File: src/dcache_params.svh
`ifndef DCACHE_PARAMS_SVH
`define DCACHE_PARAMS_SVH

`define DC_XLEN        32
`define DC_BLOCK_BITS  64
`define DC_OFFSET_BITS 3   // byte within a block
`define DC_INDEX_BITS  5   // 32 lines
`define DC_TAG_BITS    (`DC_XLEN - `DC_INDEX_BITS - `DC_OFFSET_BITS)

// memory transaction tag, zero is no transaction
`define MEM_TAG_BITS   4

`endif

File: src/cache_pkg.sv
`default_nettype none

`include "dcache_params.svh"

package cache_pkg;

    typedef enum logic [1:0] {
        size_byte = 2'd0,
        size_half = 2'd1,
        size_word = 2'd2
    } access_size_t;

    typedef enum logic {
        op_load  = 1'b0,
        op_store = 1'b1
    } mem_op_t;

    typedef logic [`DC_INDEX_BITS-1:0] line_index_t;
    typedef logic [`DC_TAG_BITS-1:0]   line_tag_t;

    // one block, seen at the granularity of the access
    typedef union packed {
        logic [`DC_BLOCK_BITS/8-1:0][7:0]   bytes;
        logic [`DC_BLOCK_BITS/16-1:0][15:0] halves;
        logic [`DC_BLOCK_BITS/32-1:0][31:0] words;
    } cache_block_t;

    typedef struct packed {
        logic         valid;
        logic         dirty;
        line_tag_t    tag;
        cache_block_t block;
    } cache_line_t;

endpackage

`default_nettype wire

File: src/mem_bus_pkg.sv
`default_nettype none

`include "dcache_params.svh"

package mem_bus_pkg;

    typedef enum logic [1:0] {
        bus_none  = 2'd0,
        bus_load  = 2'd1,
        bus_store = 2'd2
    } bus_cmd_t;

    // nonzero tags name an accepted transaction
    typedef logic [`MEM_TAG_BITS-1:0] mem_tag_t;

endpackage

`default_nettype wire

File: src/cache_miss_if.sv
`timescale 1ns/1ps
`default_nettype none

`include "dcache_params.svh"

interface cache_miss_if import cache_pkg::*; ();

    logic                start;        // one cycle, other ctrl fields sampled here
    logic                victim_dirty;
    logic [`DC_XLEN-1:0] victim_addr;
    cache_block_t        victim_block;
    logic [`DC_XLEN-1:0] fetch_addr;

    logic                fill_valid;   // block arrived, or flush write-back accepted
    cache_block_t        fill_block;

    modport ctrl (
        output start, victim_dirty, victim_addr, victim_block, fetch_addr,
        input  fill_valid, fill_block
    );

    modport engine (
        input  start, victim_dirty, victim_addr, victim_block, fetch_addr,
        output fill_valid, fill_block
    );

endinterface

`default_nettype wire

File: src/cache_store.sv
`timescale 1ns/1ps
`default_nettype none

`include "dcache_params.svh"

module cache_store import cache_pkg::*; (
    input  logic                clock,
    input  logic                reset,
    input  logic [`DC_XLEN-1:0] lookup_addr,
    input  logic                write_en,
    input  access_size_t        write_size,
    input  logic [`DC_XLEN-1:0] write_data,
    input  logic                fill_en,
    input  cache_block_t        fill_block,
    input  logic                clean_en,
    input  line_index_t         scan_index,
    output logic                hit,
    output cache_block_t        hit_block,
    output cache_line_t         victim_line,
    output cache_line_t         scan_line
);

    logic [(1 << `DC_INDEX_BITS)-1:0] valid_bits;
    logic [(1 << `DC_INDEX_BITS)-1:0] dirty_bits;
    line_tag_t    tags   [0:(1 << `DC_INDEX_BITS)-1];
    cache_block_t blocks [0:(1 << `DC_INDEX_BITS)-1];

    line_index_t                 idx;
    line_tag_t                   tag;
    logic [`DC_OFFSET_BITS-1:0]  off;
    cache_block_t                merged;

    function automatic cache_line_t read_line(input line_index_t i);
        cache_line_t line;
        line.valid = valid_bits[i];
        line.dirty = dirty_bits[i];
        line.tag   = tags[i];
        line.block = blocks[i];
        return line;
    endfunction

    assign idx = lookup_addr[`DC_OFFSET_BITS +: `DC_INDEX_BITS];
    assign tag = lookup_addr[`DC_OFFSET_BITS + `DC_INDEX_BITS +: `DC_TAG_BITS];
    assign off = lookup_addr[`DC_OFFSET_BITS-1:0];

    assign hit       = valid_bits[idx] && (tags[idx] == tag);
    assign hit_block = blocks[idx];

    always_comb begin
        victim_line = read_line(idx);   // whatever sits at the index now
        scan_line   = read_line(scan_index);
    end

    // store data lands on top of the incoming block when both happen
    always_comb begin
        merged = fill_en ? fill_block : blocks[idx];
        if (write_en) begin
            case (write_size)
                size_byte: merged.bytes[off] = write_data[7:0];
                size_half: merged.halves[off[`DC_OFFSET_BITS-1:1]] = write_data[15:0];
                default:   merged.words[off[`DC_OFFSET_BITS-1:2]] = write_data;
            endcase
        end
    end

    always_ff @(posedge clock) begin
        if (fill_en || write_en) begin
            blocks[idx] <= merged;
        end
        if (fill_en) begin
            tags[idx] <= tag;
        end
    end

    always_ff @(posedge clock) begin
        if (reset) begin
            valid_bits <= '0;
            dirty_bits <= '0;
        end else begin
            if (fill_en) begin
                valid_bits[idx] <= 1'b1;
                dirty_bits[idx] <= write_en;   // write-allocate store
            end else if (write_en) begin
                dirty_bits[idx] <= 1'b1;
            end
            if (clean_en) begin
                dirty_bits[scan_index] <= 1'b0;   // flushed line now matches memory
            end
        end
    end

    // fills belong to misses, cleans to the flush walk
    fill_clean_exclusive: assert property (
        @(posedge clock) disable iff (reset) !(fill_en && clean_en)
    );

endmodule

`default_nettype wire

File: src/dcache_ctrl.sv
`timescale 1ns/1ps
`default_nettype none

`include "dcache_params.svh"

module dcache_ctrl import cache_pkg::*; (
    input  logic                clock,
    input  logic                reset,
    input  logic                req_valid,
    input  mem_op_t             req_op,
    input  access_size_t        req_size,
    input  logic [`DC_XLEN-1:0] req_addr,
    input  logic [`DC_XLEN-1:0] req_wdata,
    input  logic                done,
    input  logic                hit,
    input  cache_block_t        hit_block,
    input  cache_line_t         victim_line,
    input  cache_line_t         scan_line,
    output logic                stall,
    output logic                resp_valid,
    output logic [`DC_XLEN-1:0] resp_data,
    output logic                flush_finished,
    output logic [`DC_XLEN-1:0] lookup_addr,
    output logic                write_en,
    output access_size_t        write_size,
    output logic [`DC_XLEN-1:0] write_data,
    output logic                fill_en,
    output cache_block_t        fill_block,
    output logic                clean_en,
    output line_index_t         scan_index,
    cache_miss_if.ctrl          miss
);

    typedef enum logic [2:0] {
        ready, miss_wait, flush_scan, flush_wait, flushed
    } ctrl_state_t;

    ctrl_state_t         state;
    ctrl_state_t         next_state;
    mem_op_t             pend_op;
    access_size_t        pend_size;
    logic [`DC_XLEN-1:0] pend_addr;
    logic [`DC_XLEN-1:0] pend_wdata;

    logic                in_ready;
    logic                req_miss;
    logic                scan_dirty;
    logic                scan_last;
    logic                scan_advance;
    logic                resp_valid_next;
    logic [`DC_XLEN-1:0] resp_data_next;

    // zero-extended load value from one block
    function automatic logic [`DC_XLEN-1:0] load_extract(
        input cache_block_t               blk,
        input access_size_t               size,
        input logic [`DC_OFFSET_BITS-1:0] off
    );
        logic [`DC_XLEN-1:0] value;
        value = '0;
        case (size)
            size_byte: value[7:0]  = blk.bytes[off];
            size_half: value[15:0] = blk.halves[off[`DC_OFFSET_BITS-1:1]];
            default:   value       = blk.words[off[`DC_OFFSET_BITS-1:2]];
        endcase
        return value;
    endfunction

    assign in_ready       = (state == ready);
    assign req_miss       = in_ready && req_valid && !hit;
    assign scan_dirty     = scan_line.valid && scan_line.dirty;
    assign scan_last      = (scan_index == '1);
    assign stall          = !in_ready;
    assign flush_finished = (state == flushed);

    // the pending request owns the store port while its miss is out
    assign lookup_addr = in_ready ? req_addr : pend_addr;
    assign write_size  = in_ready ? req_size : pend_size;
    assign write_data  = in_ready ? req_wdata : pend_wdata;
    assign fill_en     = (state == miss_wait) && miss.fill_valid;
    assign fill_block  = miss.fill_block;
    assign write_en    = (in_ready && req_valid && hit && req_op == op_store)
                      || (fill_en && pend_op == op_store);
    assign clean_en    = (state == flush_wait) && miss.fill_valid;

    assign resp_valid_next = (in_ready && req_valid && hit) || fill_en;
    assign resp_data_next  = load_extract(in_ready ? hit_block : miss.fill_block,
                                          write_size, lookup_addr[`DC_OFFSET_BITS-1:0]);

    assign scan_advance = ((state == flush_scan && !scan_dirty) || clean_en) && !scan_last;

    always_comb begin
        miss.start        = req_miss;
        miss.victim_dirty = victim_line.valid && victim_line.dirty;
        miss.victim_addr  = {victim_line.tag, lookup_addr[`DC_OFFSET_BITS +: `DC_INDEX_BITS],
                             {`DC_OFFSET_BITS{1'b0}}};
        miss.victim_block = victim_line.block;
        miss.fetch_addr   = {lookup_addr[`DC_XLEN-1:`DC_OFFSET_BITS], {`DC_OFFSET_BITS{1'b0}}};
        if (state == flush_scan) begin
            miss.start        = scan_dirty;
            miss.victim_dirty = 1'b1;
            miss.victim_addr  = {scan_line.tag, scan_index, {`DC_OFFSET_BITS{1'b0}}};
            miss.victim_block = scan_line.block;
            miss.fetch_addr   = miss.victim_addr;   // same block, engine does write-back only
        end
    end

    always_comb begin
        next_state = state;
        case (state)
            ready: begin
                if (req_miss) begin
                    next_state = miss_wait;
                end else if (done && !req_valid) begin
                    next_state = flush_scan;
                end
            end
            miss_wait:  if (miss.fill_valid) next_state = ready;
            flush_scan: begin
                if (scan_dirty) begin
                    next_state = flush_wait;
                end else if (scan_last) begin
                    next_state = flushed;
                end
            end
            flush_wait: if (miss.fill_valid) next_state = scan_last ? flushed : flush_scan;
            flushed:    next_state = flushed;   // held until reset
            default:    next_state = ready;
        endcase
    end

    always_ff @(posedge clock) begin
        if (reset) begin
            state      <= ready;
            scan_index <= '0;
            resp_valid <= 1'b0;
        end else begin
            state      <= next_state;
            resp_valid <= resp_valid_next;
            if (scan_advance) begin
                scan_index <= scan_index + 1'b1;
            end
        end
    end

    always_ff @(posedge clock) begin
        resp_data <= resp_data_next;
        if (in_ready && req_valid) begin
            pend_op    <= req_op;
            pend_size  <= req_size;
            pend_addr  <= req_addr;
            pend_wdata <= req_wdata;
        end
    end

    no_resp_in_flush: assert property (
        @(posedge clock) disable iff (reset)
        state inside {flush_scan, flush_wait, flushed} |-> !resp_valid
    );

endmodule

`default_nettype wire

File: src/miss_engine.sv
`timescale 1ns/1ps
`default_nettype none

`include "dcache_params.svh"

module miss_engine import cache_pkg::*, mem_bus_pkg::*; (
    input  logic                      clock,
    input  logic                      reset,
    input  mem_tag_t                  mem_response,
    input  mem_tag_t                  mem_tag,
    input  logic [`DC_BLOCK_BITS-1:0] mem_rdata,
    output bus_cmd_t                  mem_command,
    output logic [`DC_XLEN-1:0]       mem_addr,
    output logic [`DC_BLOCK_BITS-1:0] mem_wdata,
    cache_miss_if.engine              eng
);

    typedef enum logic [1:0] {
        idle, write_back, fetch_issue, fetch_wait
    } engine_state_t;

    engine_state_t       state;
    logic [`DC_XLEN-1:0] wb_addr;
    cache_block_t        wb_block;
    logic [`DC_XLEN-1:0] fetch_addr_q;
    logic                wb_only;    // victim is the requested block, nothing to fetch
    mem_tag_t            load_tag;
    logic                accepted;
    logic                load_back;

    assign accepted  = (mem_response != '0);
    assign load_back = (state == fetch_wait) && (mem_tag == load_tag);

    always_comb begin
        case (state)
            write_back:  mem_command = bus_store;
            fetch_issue: mem_command = bus_load;
            default:     mem_command = bus_none;
        endcase
    end

    assign mem_addr  = (state == write_back) ? wb_addr : fetch_addr_q;
    assign mem_wdata = wb_block;

    assign eng.fill_valid = load_back || (state == write_back && accepted && wb_only);
    assign eng.fill_block = mem_rdata;

    always_ff @(posedge clock) begin
        if (reset) begin
            state <= idle;
        end else begin
            case (state)
                idle: begin
                    if (eng.start) begin
                        state <= eng.victim_dirty ? write_back : fetch_issue;
                    end
                end
                write_back: begin
                    if (accepted) begin   // a store is done once taken
                        state <= wb_only ? idle : fetch_issue;
                    end
                end
                fetch_issue: if (accepted) state <= fetch_wait;
                fetch_wait:  if (load_back) state <= idle;
                default:     state <= idle;
            endcase
        end
    end

    always_ff @(posedge clock) begin
        if (state == idle && eng.start) begin
            wb_addr      <= eng.victim_addr;
            wb_block     <= eng.victim_block;
            fetch_addr_q <= eng.fetch_addr;
            wb_only      <= eng.victim_dirty
                         && (eng.victim_addr[`DC_XLEN-1:`DC_OFFSET_BITS]
                             == eng.fetch_addr[`DC_XLEN-1:`DC_OFFSET_BITS]);
        end
        if (state == fetch_issue && accepted) begin
            load_tag <= mem_response;   // matched against mem_tag later
        end
    end

    // a refused command must be presented again unchanged
    cmd_held_under_backpressure: assert property (
        @(posedge clock) disable iff (reset)
        (mem_command != bus_none && mem_response == '0)
            |=> $stable(mem_command) && $stable(mem_addr) && $stable(mem_wdata)
    );

endmodule

`default_nettype wire

File: src/dcache.sv
`timescale 1ns/1ps
`default_nettype none

`include "dcache_params.svh"

module dcache import cache_pkg::*, mem_bus_pkg::*; (
    input  logic                      clock,
    input  logic                      reset,
    input  logic                      req_valid,
    input  mem_op_t                   req_op,
    input  access_size_t              req_size,
    input  logic [`DC_XLEN-1:0]       req_addr,
    input  logic [`DC_XLEN-1:0]       req_wdata,
    output logic                      stall,
    output logic                      resp_valid,
    output logic [`DC_XLEN-1:0]       resp_data,
    output bus_cmd_t                  mem_command,
    output logic [`DC_XLEN-1:0]       mem_addr,
    output logic [`DC_BLOCK_BITS-1:0] mem_wdata,
    input  mem_tag_t                  mem_response,
    input  mem_tag_t                  mem_tag,
    input  logic [`DC_BLOCK_BITS-1:0] mem_rdata,
    input  logic                      done,
    output logic                      flush_finished
);

    logic [`DC_XLEN-1:0] lookup_addr;
    logic                write_en;
    access_size_t        write_size;
    logic [`DC_XLEN-1:0] write_data;
    logic                fill_en;
    cache_block_t        fill_block;
    logic                clean_en;
    line_index_t         scan_index;
    logic                hit;
    cache_block_t        hit_block;
    cache_line_t         victim_line;
    cache_line_t         scan_line;

    cache_miss_if miss_bus ();

    cache_store store (
        .clock       (clock),
        .reset       (reset),
        .lookup_addr (lookup_addr),
        .write_en    (write_en),
        .write_size  (write_size),
        .write_data  (write_data),
        .fill_en     (fill_en),
        .fill_block  (fill_block),
        .clean_en    (clean_en),
        .scan_index  (scan_index),
        .hit         (hit),
        .hit_block   (hit_block),
        .victim_line (victim_line),
        .scan_line   (scan_line)
    );

    dcache_ctrl ctrl (
        .clock          (clock),
        .reset          (reset),
        .req_valid      (req_valid),
        .req_op         (req_op),
        .req_size       (req_size),
        .req_addr       (req_addr),
        .req_wdata      (req_wdata),
        .done           (done),
        .hit            (hit),
        .hit_block      (hit_block),
        .victim_line    (victim_line),
        .scan_line      (scan_line),
        .stall          (stall),
        .resp_valid     (resp_valid),
        .resp_data      (resp_data),
        .flush_finished (flush_finished),
        .lookup_addr    (lookup_addr),
        .write_en       (write_en),
        .write_size     (write_size),
        .write_data     (write_data),
        .fill_en        (fill_en),
        .fill_block     (fill_block),
        .clean_en       (clean_en),
        .scan_index     (scan_index),
        .miss           (miss_bus)
    );

    miss_engine engine (
        .clock        (clock),
        .reset        (reset),
        .mem_response (mem_response),
        .mem_tag      (mem_tag),
        .mem_rdata    (mem_rdata),
        .mem_command  (mem_command),
        .mem_addr     (mem_addr),
        .mem_wdata    (mem_wdata),
        .eng          (miss_bus)
    );

endmodule

`default_nettype wire

File: config.mk
export PLATFORM = sky130hd
export DESIGN_NAME = dcache
export DESIGN_NICKNAME = d
export VERILOG_FILES = /design/src/cache_pkg.sv /design/src/mem_bus_pkg.sv /design/src/cache_miss_if.sv /design/src/cache_store.sv /design/src/dcache_ctrl.sv /design/src/miss_engine.sv /design/src/dcache.sv
export VERILOG_INCLUDE_DIRS = /design/src /design/src/src
export SDC_FILE = /design/constraint.sdc
export NUM_CORES = 2
export LEC_CHECK = 0
export BUFFER_PORTS_ARGS = -buffer_cell sky130_fd_sc_hd__clkbuf_2
export CORE_ASPECT_RATIO = 1.75
export CORE_MARGIN = 2
export CORE_UTILIZATION = 50
export CTS_BUF_LIST = sky130_fd_sc_hd__clkbuf_8
export CTS_CLUSTER_SIZE = 28
export DETAILED_ROUTE_END_ITERATION = 7
export PLACE_DENSITY_LB_ADDON = 0.2
export SLEW_MARGIN = 0
export SYNTH_ARGS = -nofsm -noshare
export SYNTH_HDL_FRONTEND = slang
export SYNTH_SLANG_ARGS = --single-unit
File: constraint.sdc
create_clock -name clock -period 21.1 [get_ports clock]
set_clock_uncertainty 0.1 [all_clocks]
set_input_delay 3.165 -clock clock [delete_from_list [all_inputs] [get_ports clock]]
set_output_delay 3.165 -clock clock [all_outputs]
set_load 0.01 [all_outputs]
==> flow_summary.ini <==
[setup_path]
worstSetupStartpoint = req_addr[3]
worstPathCellList = buf_4 -> or4b_4 -> nand2_8 -> buf_12 -> a2111oi_0 -> a2111o_1 -> a2111oi_0 -> a21oi_1 -> nand4b_1 -> nand4bb_1 -> or4_4 -> nor2_1 -> nor2_4 -> buf_4 -> nor3_2 -> buf_4 -> buf_4
ff2ff_setup_slack_ns = 10.75
start_kind = primary input
worstPathArrival_ns = 12.07
reg2reg_to = store.blocks[7][34]
required_ns = 21.65
worstReg2RegStart = ctrl.pend_addr[4]
critPathTopFamily = simple AND/OR/NAND/NOR gates
path_depth = 17
reg2reg_depth = 21
critPathMaxStageDelay_ns = 0.85
cp_max_fo = 142
cp_num_buf_inv = 5
worst-setup-path-type = in2reg
crit_end = store.blocks[7][34]
cp_slowest_cell = a2111oi_0
cp-end-kind = register
crit_top_cell = buf_4

[grt]
grt_pass1_vias = 97300
grt_max_degree = 143
grt_pass1_wl_um = 763000
track_usage = 0.364
overflow = 0
antenna_found_initial = 43

[routing]
via_per_inst = 7.43
antenna_left = 0
wl_per_cell_um = 42.7
drc = 1
wl_um = 553000
first_pass_iters = 8
first_iter_violations = 13900
vias = 96400

[layout]
utilization = 0.556
final_area_um2 = 164000
drive_gt1_frac = 0.326
areaGrowthSynthToFinish_pct = 10.6
final_cells = 13000
nNetsFinal = 8869
n_fill_cell = 22800

[floorplan]
core_area_um2 = 296000
ios = 276
start_util = 0.503
die_w_um = 416
die_area_um2 = 302000
rows = 264
dieHeight_um = 725

[power_and_ir_drop]
switching_share = 0.417
internal_power_mw = 14.9
powerDensity_nw_per_um2 = 156
report.power.total_mw = 25.6
p_seq_frac = 0.350
switching_power_mw = 10.7
combPwrFrac = 0.464
clockPowerShare = 0.186
ir_drop_v = 0.000139
p_leak_nw = 51.5

[worst_hold_path]
min_path_type = reg2reg

[cts]
clockBufferDepth = 4
cts_buffers = 451
insertion_delay_ns = 1.16
cts_setup_buffers = 0
cts-root-buf = clkbuf_8
htreeDepth = 5
cts_tree = done
clkSinkCount = 3117
cts_resized = 0
postCtsHoldBufs = 0
path_clk_slew_ns = 0.07

[placement]
portBuffers = 272
dpl.cell_count = 12100
dpl.hpwl_um = 329000
placed_cell_area_um2 = 156000
gp_congestion = 0.995
pre_cts_slack_ns = 8.81

[sta]
worst_slew_pin_slew_ns = 1.53
slew_violations = 7
fin_crit_sh = 0.546
setup_violations = 0
fin_tns_setup_ns = 0
fmax_mhz = 86.8
relSlewSlack = -0.0479
rsz0062_at_grt = no
period_minus_slack_ns = 11.52
timing.hold.ws_ns = 0.400
hold_viol_final = 0
timing.final.ws_setup_ns = 9.58

[synth]
synthFlopType = edfxtp_1
synthCells = 8371
ys_warn_count = 0
synth_area_um2 = 149000
synth.avg_cell_area_um2 = 17.8
ys_types = 102
synth_seq_area_share = 0.622
ys_async_sr_fraction = 0
synth_edf_count = 3005
synth-seq-cells = 3117

[flow_run]
cap_violations = 2

[status]
outcome = finished, violations left
violations = design-rule violations, max-capacitance violations, max-slew violations
[power groups by stage]
stage / sequential (mW) / combinational [mW] / clock, mW
after global routing: 8.98 / 12.2 / 5.05
final: 8.96 / 11.9 / 4.78
after floorplan: 9.11 / 6.81 / 0
after global placement: 9.09 / 11.4 / 0
after CTS: 8.97 / 11.6 / 4.81
after detailed placement: 9.10 / 11.6 / 0
[state kept, by name, indices dropped and copies added (netlist names), 3 cells and up, named ones only]
signal	cells
store.tags	768
ctrl.resp_data	32
ctrl.pend_wdata	32
engine.load_tag	4
engine.mem_wdata	64
engine.wb_addr	24
engine.fetch_addr_q	29
ctrl.state	3
ctrl.pend_addr	32
store.valid_bits	32
ctrl.scan_index	5
store.blocks	2048
store.dirty_bits	32
[layout make-up]
class	count	area, um^2	share of cell area
Inverter	39	154	0.000936
Sequential cell	3117	92500	0.563
Clock buffer	465	6400	0.0389
Tap cell	3857	4830	0.0294
Multi-Input combinational cell	4503	54200	0.329
Antenna cell	30	75.1	0.000457
Timing Repair Buffer	609	4130	0.0251
Clock inverter	355	2140	0.0130
[logic make-up (layout without fill, tap and decap cells)]
group,count (synthesis),count (layout),share of synthesized area
AO/OA/AOI/OAI,1205,1205,0.0567
multiplexers,1943,1943,0.257
XOR/XNOR,15,15,0.000884
buffers and inverters,753,1468,0.0209
AND/OR/NAND/NOR,1332,1332,0.0424
other,1,33,0.0000252
adder cells (fa/ha/maj),5,5,0.000421
flip-flops,3117,3117,0.622
[cells in the mapped netlist, types with 98 or more instances]
cell,instances,share of area
o21ai_0,165,0.0056
mux2i_1,380,0.026
edfxtp_1,3005,0.61
and3_1,132,0.0056
buf_2,135,0.0045
mux4_2,1488,0.23
a22oi_1,291,0.015
clkbuf_1,431,0.011
a211oi_1,98,0.0049
a21oi_1,220,0.0074
nand2_1,451,0.011
buf_1,123,0.0031
nand3_1,148,0.0050
dfxtp_1,112,0.015
nor2_1,336,0.0085
[placed cells by master (no fill, tap or decap), types with 11 or more instances in the layout]
cell,count
a2111oi_0,70
a211oi_1,97
a21oi_1,215
a221oi_1,45
a22oi_1,289
a31oi_1,60
a32o_1,14
a32oi_1,30
and2_1,16
and3_1,132
buf_12,17
buf_4,318
bufinv_16,19
clkbuf_2,270
clkbuf_8,466
clkinv_1,111
clkinv_2,86
clkinvlp_4,11
dfxtp_1,107
diode_2,30
edfxtp_1,3005
inv_1,137
mux2_2,75
mux2i_1,359
mux2i_2,15
mux4_2,1488
nand2_1,446
nand3_1,148
nand4_1,85
nor2_1,282
nor2_4,54
nor2b_1,39
nor3_1,44
nor3_2,14
o211ai_1,14
o21ai_0,157
o22ai_1,35
xnor2_1,12
[worst min-delay path by stage]
stage	from	end	slack, ns	cells after the start
2_1_floorplan	store.valid_bits[30]	store.valid_bits[30]	0.36	1
3_3_place_gp	store.valid_bits[6]	store.valid_bits[6]	0.37	1
3_5_place_dp	store.valid_bits[29]	store.valid_bits[29]	0.38	1
4_1_cts	store.valid_bits[29]	store.valid_bits[29]	0.40	1
5_1_grt	store.valid_bits[5]	store.valid_bits[5]	0.42	1
6_report	store.valid_bits[29]	store.valid_bits[29]	0.40	1
[layer usage]
layer  track usage  wire [um]  part of all wire  vias up
met5             0        234           0.00042        -
met4         0.313      58000              0.10       38
met3        0.0863      59400              0.11     2068
met2         0.576     263000              0.48     7618
met1         0.418     173000              0.31    50200
li1              -          -                 -    36400
Note: power is estimated with default switching activity, not from simulation.
